[src/common/kbd_params.svh]
`ifndef KBD_PARAMS_SVH
`define KBD_PARAMS_SVH

// Number of event FIFO entries (a power of two)
`define KBD_FIFO_DEPTH 8

// Flops in the ps2_clk / ps2_data synchroniser
`define KBD_SYNC_STAGES 3

`endif

[src/common/ps2_pkg.sv]
package ps2_pkg;

    // One byte from the keyboard
    typedef logic [7:0] scan_code_t;

    // Bit position within the 11-bit frame
    typedef logic [3:0] bit_count_t;

    localparam scan_code_t PS2_BREAK_PREFIX = 8'hF0; // Key released
    localparam scan_code_t PS2_EXT_PREFIX   = 8'hE0; // Extended key set

    localparam bit_count_t PS2_LAST_BIT = 4'd10; // Stop bit position

endpackage

[src/common/key_pkg.sv]
package key_pkg;

    typedef logic [7:0] ascii_t;

    // Stored event as {code, ascii, release, extended}
    typedef logic [17:0] key_word_t;

    // Prefix tracking in the event decoder
    typedef enum logic [1:0] {
        dec_idle,      // No prefix seen
        dec_ext,       // After E0
        dec_break,     // After F0
        dec_ext_break  // After E0 F0
    } dec_state_t;

endpackage

[src/ps2_rx/ps2_frame_rx.sv]
`timescale 1ns/1ps
`include "kbd_params.svh"

module ps2_frame_rx import ps2_pkg::*; (
    input  logic       clk,
    input  logic       rst,
    input  logic       ps2_clk,
    input  logic       ps2_data,
    output scan_code_t code,
    output logic       code_valid,
    output logic       frame_error
);

    localparam int SYNC = `KBD_SYNC_STAGES;

    logic [SYNC-1:0] clk_sync;
    logic [SYNC-1:0] data_sync;
    logic [9:0]      frame_bits; // Start, 8 data, parity
    bit_count_t      bit_count;
    logic            fall;
    logic            rx_bit;
    logic            frame_ok;

    // Both lines idle high, so reset to ones to avoid a false edge
    always_ff @(posedge clk) begin
        if (rst) begin
            clk_sync  <= '1;
            data_sync <= '1;
        end else begin
            clk_sync  <= {clk_sync[SYNC-2:0], ps2_clk};
            data_sync <= {data_sync[SYNC-2:0], ps2_data};
        end
    end

    assign fall   = clk_sync[SYNC-1] & ~clk_sync[SYNC-2]; // Falling edge of ps2_clk
    assign rx_bit = data_sync[SYNC-1];                    // Last sample before the edge

    // Start low, stop high, odd parity over data and parity bit
    assign frame_ok = ~frame_bits[0] & rx_bit & (^frame_bits[9:1]);

    always_ff @(posedge clk) begin
        if (rst) begin
            bit_count <= '0;
        end else if (fall) begin
            if (bit_count == PS2_LAST_BIT) begin
                bit_count <= '0; // Restart for the next frame
            end else begin
                bit_count <= bit_count + 4'd1;
            end
        end
    end

    always_ff @(posedge clk) begin
        if (fall && bit_count != PS2_LAST_BIT) begin
            frame_bits[bit_count] <= rx_bit;
        end
    end

    always_ff @(posedge clk) begin
        if (rst) begin
            code_valid  <= 1'b0;
            frame_error <= 1'b0;
        end else begin
            code_valid <= fall && bit_count == PS2_LAST_BIT && frame_ok;
            if (fall && bit_count == PS2_LAST_BIT && !frame_ok) begin
                frame_error <= 1'b1; // Sticky until reset
            end
        end
    end

    always_ff @(posedge clk) begin
        if (fall && bit_count == PS2_LAST_BIT) begin
            code <= frame_bits[8:1];
        end
    end

    // A frame takes many clk cycles, so a valid never repeats back to back
    a_single_pulse: assert property (
        @(posedge clk) disable iff (rst) code_valid |=> !code_valid
    );

endmodule

[src/source/key_event_decoder.sv]
`timescale 1ns/1ps

module key_event_decoder import ps2_pkg::*, key_pkg::*; (
    input  logic       clk,
    input  logic       rst,
    input  scan_code_t code,
    input  logic       code_valid,
    output scan_code_t ev_code,
    output logic       ev_release,
    output logic       ev_extended,
    output logic       ev_valid
);

    dec_state_t state;
    logic       is_break;
    logic       is_ext;

    assign is_break = (code == PS2_BREAK_PREFIX);
    assign is_ext   = (code == PS2_EXT_PREFIX);

    always_ff @(posedge clk) begin
        if (rst) begin
            state    <= dec_idle;
            ev_valid <= 1'b0;
        end else begin
            ev_valid <= code_valid && !is_break && !is_ext;
            if (code_valid) begin
                if (is_ext) begin
                    state <= dec_ext;
                end else if (is_break) begin
                    // E0 F0 keeps the extended flag
                    if (state == dec_ext || state == dec_ext_break) begin
                        state <= dec_ext_break;
                    end else begin
                        state <= dec_break;
                    end
                end else begin
                    state <= dec_idle; // Sequence complete
                end
            end
        end
    end

    // Flags are taken from the prefix state when the key byte lands
    always_ff @(posedge clk) begin
        if (code_valid && !is_break && !is_ext) begin
            ev_code     <= code;
            ev_release  <= (state == dec_break) || (state == dec_ext_break);
            ev_extended <= (state == dec_ext) || (state == dec_ext_break);
        end
    end

    a_no_prefix_event: assert property (
        @(posedge clk) disable iff (rst)
        ev_valid |-> (ev_code != PS2_BREAK_PREFIX && ev_code != PS2_EXT_PREFIX)
    );

endmodule

[src/source/ascii_map.sv]
`timescale 1ns/1ps

module ascii_map import ps2_pkg::*, key_pkg::*; (
    input  logic       clk,
    input  logic       rst,
    input  scan_code_t ev_code,
    input  logic       ev_release,
    input  logic       ev_extended,
    input  logic       ev_valid,
    output scan_code_t map_code,
    output ascii_t     map_ascii,
    output logic       map_release,
    output logic       map_extended,
    output logic       map_valid
);

    ascii_t lookup;

    // Set 2 scan codes for letters and digits
    always_comb begin
        case (ev_code)
            8'h1C: lookup = 8'h41; // A
            8'h32: lookup = 8'h42;
            8'h21: lookup = 8'h43;
            8'h23: lookup = 8'h44;
            8'h24: lookup = 8'h45;
            8'h2B: lookup = 8'h46;
            8'h34: lookup = 8'h47;
            8'h33: lookup = 8'h48;
            8'h43: lookup = 8'h49;
            8'h3B: lookup = 8'h4A;
            8'h42: lookup = 8'h4B;
            8'h4B: lookup = 8'h4C;
            8'h3A: lookup = 8'h4D;
            8'h31: lookup = 8'h4E;
            8'h44: lookup = 8'h4F;
            8'h4D: lookup = 8'h50;
            8'h15: lookup = 8'h51;
            8'h2D: lookup = 8'h52;
            8'h1B: lookup = 8'h53;
            8'h2C: lookup = 8'h54;
            8'h3C: lookup = 8'h55;
            8'h2A: lookup = 8'h56;
            8'h1D: lookup = 8'h57;
            8'h22: lookup = 8'h58;
            8'h35: lookup = 8'h59;
            8'h1A: lookup = 8'h5A; // Z
            8'h45: lookup = 8'h30; // 0
            8'h16: lookup = 8'h31;
            8'h1E: lookup = 8'h32;
            8'h26: lookup = 8'h33;
            8'h25: lookup = 8'h34;
            8'h2E: lookup = 8'h35;
            8'h36: lookup = 8'h36;
            8'h3D: lookup = 8'h37;
            8'h3E: lookup = 8'h38;
            8'h46: lookup = 8'h39; // 9
            default: lookup = 8'h00;
        endcase
    end

    always_ff @(posedge clk) begin
        if (rst) begin
            map_valid <= 1'b0;
        end else begin
            map_valid <= ev_valid;
        end
    end

    always_ff @(posedge clk) begin
        if (ev_valid) begin
            map_code     <= ev_code;
            map_ascii    <= ev_extended ? 8'h00 : lookup; // E0 keys share codes with letters
            map_release  <= ev_release;
            map_extended <= ev_extended;
        end
    end

endmodule

[src/source/key_fifo.sv]
`timescale 1ns/1ps
`include "kbd_params.svh"

module key_fifo import ps2_pkg::*, key_pkg::*; #(
    parameter int DEPTH = `KBD_FIFO_DEPTH
) (
    input  logic       clk,
    input  logic       rst,
    input  scan_code_t map_code,
    input  ascii_t     map_ascii,
    input  logic       map_release,
    input  logic       map_extended,
    input  logic       map_valid,
    input  logic       key_next,
    output scan_code_t key_code,
    output ascii_t     key_ascii,
    output logic       key_release,
    output logic       key_extended,
    output logic       key_ready,
    output logic       overflow
);

    localparam int AW = $clog2(DEPTH);
    localparam logic [AW:0] FULL_COUNT = DEPTH[AW:0];

    key_word_t       mem [DEPTH];
    logic [AW-1:0]   wr_ptr;
    logic [AW-1:0]   rd_ptr;
    logic [AW:0]     count;
    logic            full;
    logic            push;
    logic            pop;

    assign full = (count == FULL_COUNT);
    assign push = map_valid && !full;  // Newest event dropped when full
    assign pop  = key_next && key_ready;

    always_ff @(posedge clk) begin
        if (rst) begin
            wr_ptr   <= '0;
            rd_ptr   <= '0;
            count    <= '0;
            overflow <= 1'b0;
        end else begin
            if (push) begin
                wr_ptr <= wr_ptr + 1'b1;
            end
            if (pop) begin
                rd_ptr <= rd_ptr + 1'b1;
            end
            count <= count + (push ? 1'b1 : 1'b0) - (pop ? 1'b1 : 1'b0);
            if (map_valid && full) begin
                overflow <= 1'b1; // Sticky
            end
        end
    end

    always_ff @(posedge clk) begin
        if (push) begin
            mem[wr_ptr] <= {map_code, map_ascii, map_release, map_extended};
        end
    end

    assign key_ready = (count != '0);
    assign {key_code, key_ascii, key_release, key_extended} = mem[rd_ptr]; // Head entry

    a_count_bound: assert property (
        @(posedge clk) disable iff (rst) count <= FULL_COUNT
    );

endmodule

[src/source/keyboard_top.sv]
`timescale 1ns/1ps
`include "kbd_params.svh"

module keyboard_top import ps2_pkg::*, key_pkg::*; (
    input  logic       clk,
    input  logic       rst,
    input  logic       ps2_clk,
    input  logic       ps2_data,
    input  logic       key_next,
    output scan_code_t key_code,
    output ascii_t     key_ascii,
    output logic       key_release,
    output logic       key_extended,
    output logic       key_ready,
    output logic       overflow,
    output logic       frame_error
);

    scan_code_t code;
    logic       code_valid;
    scan_code_t ev_code;
    logic       ev_release;
    logic       ev_extended;
    logic       ev_valid;
    scan_code_t map_code;
    ascii_t     map_ascii;
    logic       map_release;
    logic       map_extended;
    logic       map_valid;

    ps2_frame_rx ps2_frame_rx_inst (
        .clk         (clk),
        .rst         (rst),
        .ps2_clk     (ps2_clk),
        .ps2_data    (ps2_data),
        .code        (code),
        .code_valid  (code_valid),
        .frame_error (frame_error)
    );

    key_event_decoder key_event_decoder_inst (
        .clk         (clk),
        .rst         (rst),
        .code        (code),
        .code_valid  (code_valid),
        .ev_code     (ev_code),
        .ev_release  (ev_release),
        .ev_extended (ev_extended),
        .ev_valid    (ev_valid)
    );

    ascii_map ascii_map_inst (
        .clk          (clk),
        .rst          (rst),
        .ev_code      (ev_code),
        .ev_release   (ev_release),
        .ev_extended  (ev_extended),
        .ev_valid     (ev_valid),
        .map_code     (map_code),
        .map_ascii    (map_ascii),
        .map_release  (map_release),
        .map_extended (map_extended),
        .map_valid    (map_valid)
    );

    key_fifo #(
        .DEPTH (`KBD_FIFO_DEPTH)
    ) key_fifo_inst (
        .clk          (clk),
        .rst          (rst),
        .map_code     (map_code),
        .map_ascii    (map_ascii),
        .map_release  (map_release),
        .map_extended (map_extended),
        .map_valid    (map_valid),
        .key_next     (key_next),
        .key_code     (key_code),
        .key_ascii    (key_ascii),
        .key_release  (key_release),
        .key_extended (key_extended),
        .key_ready    (key_ready),
        .overflow     (overflow)
    );

endmodule

[config.mk]
export PLATFORM = sky130hd
export DESIGN_NAME = keyboard_top
export DESIGN_NICKNAME = d
export VERILOG_FILES = /design/src/common/ps2_pkg.sv /design/src/common/key_pkg.sv /design/src/ps2_rx/ps2_frame_rx.sv /design/src/source/key_event_decoder.sv /design/src/source/ascii_map.sv /design/src/source/key_fifo.sv /design/src/source/keyboard_top.sv
export VERILOG_INCLUDE_DIRS = /design/src /design/src/common
export SDC_FILE = /design/constraint.sdc
export NUM_CORES = 1
export LEC_CHECK = 0
export ABC_AREA = 1
export BUFFER_PORTS_ARGS = -buffer_cell sky130_fd_sc_hd__buf_2
export CAP_MARGIN = 20
export CORE_MARGIN = 4
export CORE_UTILIZATION = 35
export DETAILED_ROUTE_END_ITERATION = 8
export PLACE_DENSITY = 0.56
export SLEW_MARGIN = 40
export SYNTH_ARGS = -nofsm -noshare
export SYNTH_HDL_FRONTEND = slang
export SYNTH_SLANG_ARGS = --single-unit
[constraint.sdc]
create_clock -name clk -period 2.3 [get_ports clk]
set_input_delay 0.345 -clock clk [delete_from_list [all_inputs] [get_ports clk]]
set_output_delay 0.345 -clock clk [all_outputs]
set_load 0.01 [all_outputs]
== Yosys cells after proc, flatten, opt, wreduce, memory -nomap -nowiden ==
Memory sizes are Yosys's and may differ from the RTL's. A register that Yosys moved wholly into a read port is not among the register bits.
Index checks and enable logic that the tools add are counted.
Operators by class
  add/sub/neg operators: 5
  magnitude comparators: 2
  eq/ne operators: 8
  mux-type cells: 13
  bitwise operators: 5
  reduce and logical (&&, ||, !) cells: 19
Operators by type and width (number)
  $eq A8 B8 Y1 const B: 2
  $bwmux W10: 1
  $logic_and A1 B1 Y1: 10
  $reduce_xor A9 Y1: 1
  $eq A4 B4 Y1 const B: 2
  $add A3 B1 Y3 const B: 2
  $mux W1: 6
  $mux W3: 2
  $lt A4 B5 Y1 const B: 1
  $add A4 B1 Y4 const B: 1
  $add A4 B4 Y4: 1
  $demux W1 S4: 1
  $eq A2 B2 Y1 const B: 2
  $ge A4 B1 Y1 const B: 1
  $logic_not A1 Y1: 4
  $mux W2: 2
  $mux W4: 1
  $ne A4 B4 Y1 const B: 1
  $reduce_bool A4 Y1: 1
  $sub A4 B4 Y4: 1
  $and A1 B1 Y1: 3
  $eq A2 B1 Y1 const B: 1
  $logic_or A1 B1 Y1: 2
  $not A1 Y1: 2
  $reduce_or A2 Y1: 1
Word-level totals
  flip-flop bits (word level): 73
  bits in writable memories: 144
  bits in read-only memories: 896
  output and inout port bits: 21
  logic and storage cells: 75
  memories: 2
Memories
  (name not given): words 128, bits a word 7, rd ports 1, clocked after Yosys merged registers in 1, write ports 0, line ascii_map.sv:21  | case (ev_code)
  key_fifo_inst.mem: words 8, bits a word 18, rd ports 1, clocked after Yosys merged registers in 1, write ports 1, line key_fifo.sv:26  | key_word_t mem [DEPTH];

== Longest topological paths before layout ==
Gate-level depths: netlist (run 1).
  depth after elaboration: 6
  mapped depth: 12
  gate-level depth less buffers: 12

== By module ==
A second synthesis (run 1) with hierarchy kept.
Second synthesis, totals
  cells, all modules: 1027
  area, all modules: 9927.0 um^2
By module, submodules not included
  key_fifo: times used 1, cells each 704, area an instance 6950.4 um^2, sequential area each 4604.4 um^2
  ascii_map: times used 1, cells each 163, area an instance 1305.0 um^2, sequential area each 530.5 um^2
  ps2_frame_rx: times used 1, cells each 120, area an instance 1191.1 um^2, sequential area each 780.7 um^2
  key_event_decoder: times used 1, cells each 40, area an instance 480.5 um^2, sequential area each 360.3 um^2

== Least setup slack after synthesis (run 1) ==
OpenSTA, ideal clock, no wires.
  path kind: register to register
  start point: reg key_fifo_inst.count[2]
  end point: mem key_fifo_inst.mem[0][0] in the netlist's numbering (enable)
  data arrival time: 1.675 ns
  required time: 1.910 ns
  slack: 0.235 ns
  stages on the path, launching flop included: 8
  buffers on the path: 0
  clock period less this slack: 2.065 ns
  cells stage by stage: dfxtp_1 -> inv_1 -> ha_1 -> nand3_1 -> nand2_1 -> inv_1 -> nand2_1 -> nor2_1
On the way
  longest elaborated chain between the ends: 5
RTL lines
  start, declared: line key_fifo.sv:29  | logic [AW:0] count;
  start signal, assigned: line key_fifo.sv:51  | count <= count + (push ? 1'b1 : 1'b0) - (pop ? 1'b1 : 1'b0);
  $eq A4 B4 Y1: line key_fifo.sv:34  | assign full = (count == FULL_COUNT);
  $logic_not A1 Y1: line key_fifo.sv:35  | assign push = map_valid && !full;
  $logic_and A1 B1 Y1: line key_fifo.sv:35
  named net key_fifo_inst.push: line key_fifo.sv:31  | logic push;
  $mux W1: line key_fifo.sv:59  | if (push) begin
  $mux W1 (not written as such): line key_fifo.sv:60  | mem[wr_ptr] <= {map_code, map_ascii, map_release, map_extended};
  end, declared: line key_fifo.sv:26
The timed path passes the listed nets, and every way through them passes these cells.

==> results.cfg, run 1 <==
[status]
outcome = finished clean

[drt]
drtAntennaViolNets = 0
drc_errors = 0
firstDrtPassIters = 4
wl_per_cell_microns = 14.6
initialDrtViolationCount = 448
via_count = 5410
drt-vias-per-instance = 4.73
wl_mm = 16.7

[clock_network]
cts_inserted_buffers = 22
cts_hold_buf = 0
path_clk_slew_ns = 0.06
clk_latency_ns = 0.51
cts.sinks = 211
root_buffer = clkbuf_16
cts_max_path_buffers = 3
cts_tree = built
cts_resized = 0
htreeDepth = 1
cts_setup_buffers = 0

[logic_synthesis]
avgSynthCellArea_sq_um = 11.3
async_reset_ff_frac = 0
synthFlopType = edfxtp_1
syn_nets = 793
synthCells = 772
ys_seq_area_frac = 0.692
synth_cell_types = 34
synth_seq_cells = 211
synth_area_sq_um = 8730
synth_edf_count = 181
ys_warn_count = 0

[sta]
tightest_slew_ns = 0.545
fin_skew_ns = 0.0281
finalCritPeriodShare = 0.948
fin_crit_ns = 2.18
fmax_ghz = 0.459
drv_slew = 0
rsz0062_at_grt = false
finalHoldViolations = 0
maxSlewHeadroom = 0.636
final.setup.tns_ns = 0
finalSetupViolCount = 0
setup_slack_ns = 0.119

[setup_path]
critPathLaunchType = flop
reg2regPathDepth = 11
cp.required_ns = 1.96
path_cells = buf_4 > nor2_1 > o32ai_1 > nand2_1 > nand2_1 > buf_2
worstSetupEndpointType = output pin
crit_fanout = 24
worst_ep_arrival_time_ns = 1.84
crit_cells = 6
crit_family = buffers and inverters
crit_slowest_cell = dfxtp_2
crit_type = flop to output pin
cp_num_buf_inv = 2
max_stage_delay_ns = 0.38
cpMostUsedCell = nand2_1

[final_layout]
area_growth_pct = 14.1
drive_gt1_frac = 0.122
diodes = 0
final_cell_mix = 181 x edfxtp_1, 145 x nand2_1, 138 x nor2_1
fin_nets = 824
final_area_sq_um = 9960
stdcell_count = 1143
final_common_cell = edfxtp_1

[floorplan]
initial_utilization = 0.358
die_height_microns = 166
rows = 57
coreArea_sq_um = 24400
die_w_microns = 166
io_pins = 26
die_area_sq_um = 27500

[place]
port_buffers = 24
post-place-ws_ns = 0.234
hpwlAfterDp_mm = 10.4
dp_cells = 1103
placed_cell_area_sq_um = 9280
gp_congestion = 0.880

[run]
drv_cap = 0

[global_routing]
overflow = 0
grtUsageTotal = 0.123
grt_pass1_vias = 5207
grt_max_degree = 69
grt_pass1_wl_mm = 27.7
antenna_found_initial = 0

[power_and_ir_drop]
power_density_nw_per_um2 = 919
ir_drop_mv = 0.503
totalPowerFinal_mw = 9.15
p_leak_nw = 3.59

[hold_path]
hold_class = input port to flop
hold_depth = 2
## where the power goes
part           switching [mW]  internal [mW]  total, mW
logic                    1.03          0.654       1.68
clock network            1.37           1.88       3.26
registers              0.0401           4.16       4.20
## layout make-up
type / instances / area, sq um
fill: 2346 / 14400
sequential: 211 / 6040
multi-input combinational: 475 / 2350
clock buffer: 29 / 577
tap: 324 / 405
timing repair buffer: 41 / 302
inverter: 52 / 195
clock inverter: 11 / 88.8
## synth_stat cells, types with 4 or more instances
library cell	count	area [sq um]
xnor2_1	4	35.0
inv_2	9	33.8
ha_1	15	188
nand2_1	145	544
o21ai_0	42	210
edfxtp_1	181	5440
dfxtp_1	30	601
nand3_1	28	140
or2_2	7	43.8
clkbuf_1	17	63.8
nor2_1	146	548
inv_1	41	154
o21ai_1	11	55.1
a21oi_1	24	120
buf_2	10	50.1
o32ai_1	34	298
## worst paths after layout
check	to	from	slack (ns)
worst max-delay path	key_code[7]	flop	0.12
worst min-delay path	ps2_frame_rx_inst.clk_sync[0]	ps2_clk	0.04
worst max register to register	key_fifo_inst.count[2]	key_fifo_inst.count[2]	0.22
worst min register to register	ps2_frame_rx_inst.data_sync[1]	ps2_frame_rx_inst.data_sync[0]	0.40
## stage by stage
step / util / hold slack (ns)
after floorplan: - / 0.389
after global placement: 0.380 / 0.393
after detailed placement: 0.380 / 0.393
after CTS: 0.408 / 0.0237
after global routing: 0.408 / 0.0307
final: 0.408 / 0.0404
## state kept, by name, indices dropped and copies added, names as in the netlist, 2 cells and up, named ones only
| register | flops |
|---|---|
| key_fifo_inst.wr_ptr | 3 |
| ascii_map_inst.map_code | 8 |
| ps2_frame_rx_inst.data_sync | 3 |
| key_fifo_inst.count | 4 |
| ps2_frame_rx_inst.clk_sync | 3 |
| key_fifo_inst.rd_ptr | 3 |
| key_event_decoder_inst.state | 2 |
| ps2_frame_rx_inst.frame_bits | 10 |
| ps2_frame_rx_inst.bit_count | 4 |
| ascii_map_inst.map_ascii | 7 |
| key_fifo_inst.mem | 136 |
| ps2_frame_rx_inst.code | 8 |
| key_event_decoder_inst.ev_code | 8 |
## cells by family (layout without fill, tap and decap cells)
logic type / count (synthesis) / after routing / share of synthesized area
adders and majority gates: 16 / 16 / 0.0238
xor gates and xnor gates: 6 / 6 / 0.00602
and+or+nand+nor: 336 / 336 / 0.153
other: 1 / 1 / 0.000430
AOI/OAI and AO/OA: 116 / 116 / 0.0825
buffers and inverters: 86 / 133 / 0.0423
DFF: 211 / 211 / 0.692
## layer usage
layer | vias up | track usage | part of all wire
met2 | 99 | 0.205 | 0.48
met3 | 30 | 0.0193 | 0.041
met4 | 0 | 0.0373 | 0.021
met5 | - | 0 | 0
met1 | 2533 | 0.166 | 0.46
li1 | 2748 | - | -
(Power assumes the default switching activity.)
==> run 2, diff against run 1 <==
--- a/config.mk
+++ b/config.mk
@@ -13,6 +13,7 @@
 export CORE_UTILIZATION = 35
 export DETAILED_ROUTE_END_ITERATION = 8
 export PLACE_DENSITY = 0.56
+export SETUP_SLACK_MARGIN = 0.15
 export SLEW_MARGIN = 40
 export SYNTH_ARGS = -nofsm -noshare
 export SYNTH_HDL_FRONTEND = slang
==> run 2 against run 1 <==
Effect of this change: worst hold slack got worse by 0.0012 ns; core utilization rose by 1.2 points; critical path depth did not move; clock skew rose by 0.0038 ns; largest cell class unchanged.
==> results.cfg, run 2 (synthesis gave the netlist of run 1 again) <==
[power_and_ir_drop]
p_leak_nw = 3.71
clkPwrFrac = 0.339
power_density_nw_per_um2 = 942
switchingPower_mw = 2.66
netSwitchingFraction = 0.276
sequentialPowerShare = 0.440
power.internal_mw = 6.99
ir_drop_mv = 0.507
combPwrFrac = 0.221

[final_layout]
area_growth_pct = 17.3
nFillCells = 2302
final_cell_mix = 181 x edfxtp_1, 143 x nand2_1, 138 x nor2_1
seqCellArea_sq_um = 6040
multi_input_area_sq_um = 2390
final_common_cell = edfxtp_1
post-route-util = 0.420
largest_reg_flops = 136
diodes = 0
largest_register = key_fifo_inst.mem
reg_top3 = key_fifo_inst.mem (136), ps2_frame_rx_inst.frame_bits (10)
fin_nets = 833
stdcell_count = 1152
drive_gt1_frac = 0.144

[drt]
wl_mm = 18.4
drtAntennaViolNets = 0
initialDrtViolationCount = 441
firstDrtPassIters = 4
wl_per_cell_microns = 16.0
via_count = 5577
drt-vias-per-instance = 4.84
drc_errors = 0

[floorplan]
die_area_sq_um = 27500
die_height_microns = 166
die_w_microns = 166
initial_utilization = 0.358
coreArea_sq_um = 24400
rows = 57
io_pins = 26

[sta]
final.setup.tns_ns = 0
finalSetupViolCount = 0
finalHoldViolations = 0
drv_slew = 0
finalCritPeriodShare = 0.928
tightest_slew_ns = 0.549
hold_ws_ns = 0.0392
maxSlewHeadroom = 0.634
fin_crit_ns = 2.14
fin_skew_ns = 0.0319
rsz0062_at_grt = true
fmax_ghz = 0.468

[run]
drv_cap = 0

[place]
dp_cells = 1103
hpwlAfterDp_mm = 10.4
gp_congestion = 0.880
port_buffers = 24

[setup_path]
critPathLaunchType = flop
worst_ep_arrival_time_ns = 1.79
cp_num_buf_inv = 2
cp.required_ns = 1.96
regToRegSetupSlack_ns = 0.29
crit-reg2reg-capture = key_fifo_inst.count[1]
max_stage_delay_ns = 0.42
reg2reg_from = key_fifo_inst.count[2]
crit_type = flop to output pin
reg2regPathDepth = 11
crit_slowest_cell = dfxtp_4
crit_family = flip-flops
cpMostUsedCell = nand2_1
path_cells = buf_8 > nor2_1 > o32ai_1 > nand2_1 > nand2_1 > buf_2
crit_fanout = 24
worstSetupEndpointType = output pin

[clock_network]
cts_max_path_buffers = 3
cts_hold_buf = 0
path_clk_slew_ns = 0.06
cts.sinks = 211
htreeDepth = 1
clk_latency_ns = 0.51
cts_tree = built
root_buffer = clkbuf_16
cts_inserted_buffers = 22

[global_routing]
grtUsageTotal = 0.127
grt_max_degree = 69
overflow = 0
grt_pass1_wl_mm = 28.5
grt_pass1_vias = 5293
antenna_found_initial = 0

[hold_path]
hold_class = input port to flop
hp-start = ps2_clk
worst_hold_path.endpoint = ps2_frame_rx_inst.clk_sync[0]
hold_depth = 2

[status]
outcome = finished clean
## run 2: cell types whose count changed in the layout (fill, tap and decap cells not counted), sizes merged
cell,before,now
clkbuf,29,34
buf,41,45
## run 2: final cells by class
type | instances | area share
Clock buffer | 29 | 0.0563
Clock inverter | 11 | 0.00868
Inverter | 52 | 0.0196
Multi-Input combinational cell | 475 | 0.234
Sequential cell | 211 | 0.590
Tap cell | 324 | 0.0396
Timing Repair Buffer | 50 | 0.0517
## run 2: worst reg2reg max path, cell delays in order (launching register included)
cell     delay (ns)
dfxtp_1        0.30
inv_2          0.06
ha_1           0.14
nand3_1        0.09
nand2_1        0.10
inv_2          0.07
ha_1           0.27
inv_1          0.04
ha_1           0.22
fa_2           0.52
inv_1          0.04
nor2_1         0.09
## run 2: timing repair
item	4_1_cts	5_1_grt
gates cloned	2	6
pin swaps	0	5
setup endpoints to repair	10	19
gates resized for setup	6	19
setup buffers	0	1
## run 2: through the flow
step / power (mW) / worst slack (ns) / area, sq um
final: 9.64 / 0.165 / 10200
after global routing: 10.1 / 0.0707 / 10200
after CTS: 9.41 / 0.121 / 10000
after detailed placement: 5.98 / 0.234 / 9280
after global placement: 5.98 / 0.241 / 9280
after floorplan: 5.49 / 0.235 / 8730
## run 2: routing by layer
metal	GRT usage	wire [microns]	up-vias	part of all wire
met2	0.215	8970	144	0.49
met4	0.0377	389	0	0.021
li1	-	-	2770	-
met1	0.171	8020	2629	0.44
met3	0.0193	994	34	0.054
met5	0	0	-	0
## run 2: worst max path at each step
stage,from,to,slack (ns),cells after the start
after CTS,flop,key_ascii[6],0.12,7
after detailed placement,key_fifo_inst.count[2],key_fifo_inst.count[2],0.23,11
after global placement,key_fifo_inst.count[2],key_fifo_inst.count[2],0.24,11
after floorplan,key_fifo_inst.count[2],key_fifo_inst.mem[0][0],0.23,7
after global routing,flop,key_ascii[6],0.07,7
final,flop,key_ascii[0],0.16,6
## run 2: power groups by stage
stage	Combinational, mW	Sequential (mW)	Clock, mW
global placement	1.69	4.29	0
CTS	1.84	4.21	3.35
global route	2.36	4.25	3.52
floorplan	1.21	4.27	0
finish	2.13	4.24	3.27
detailed placement	1.70	4.29	0
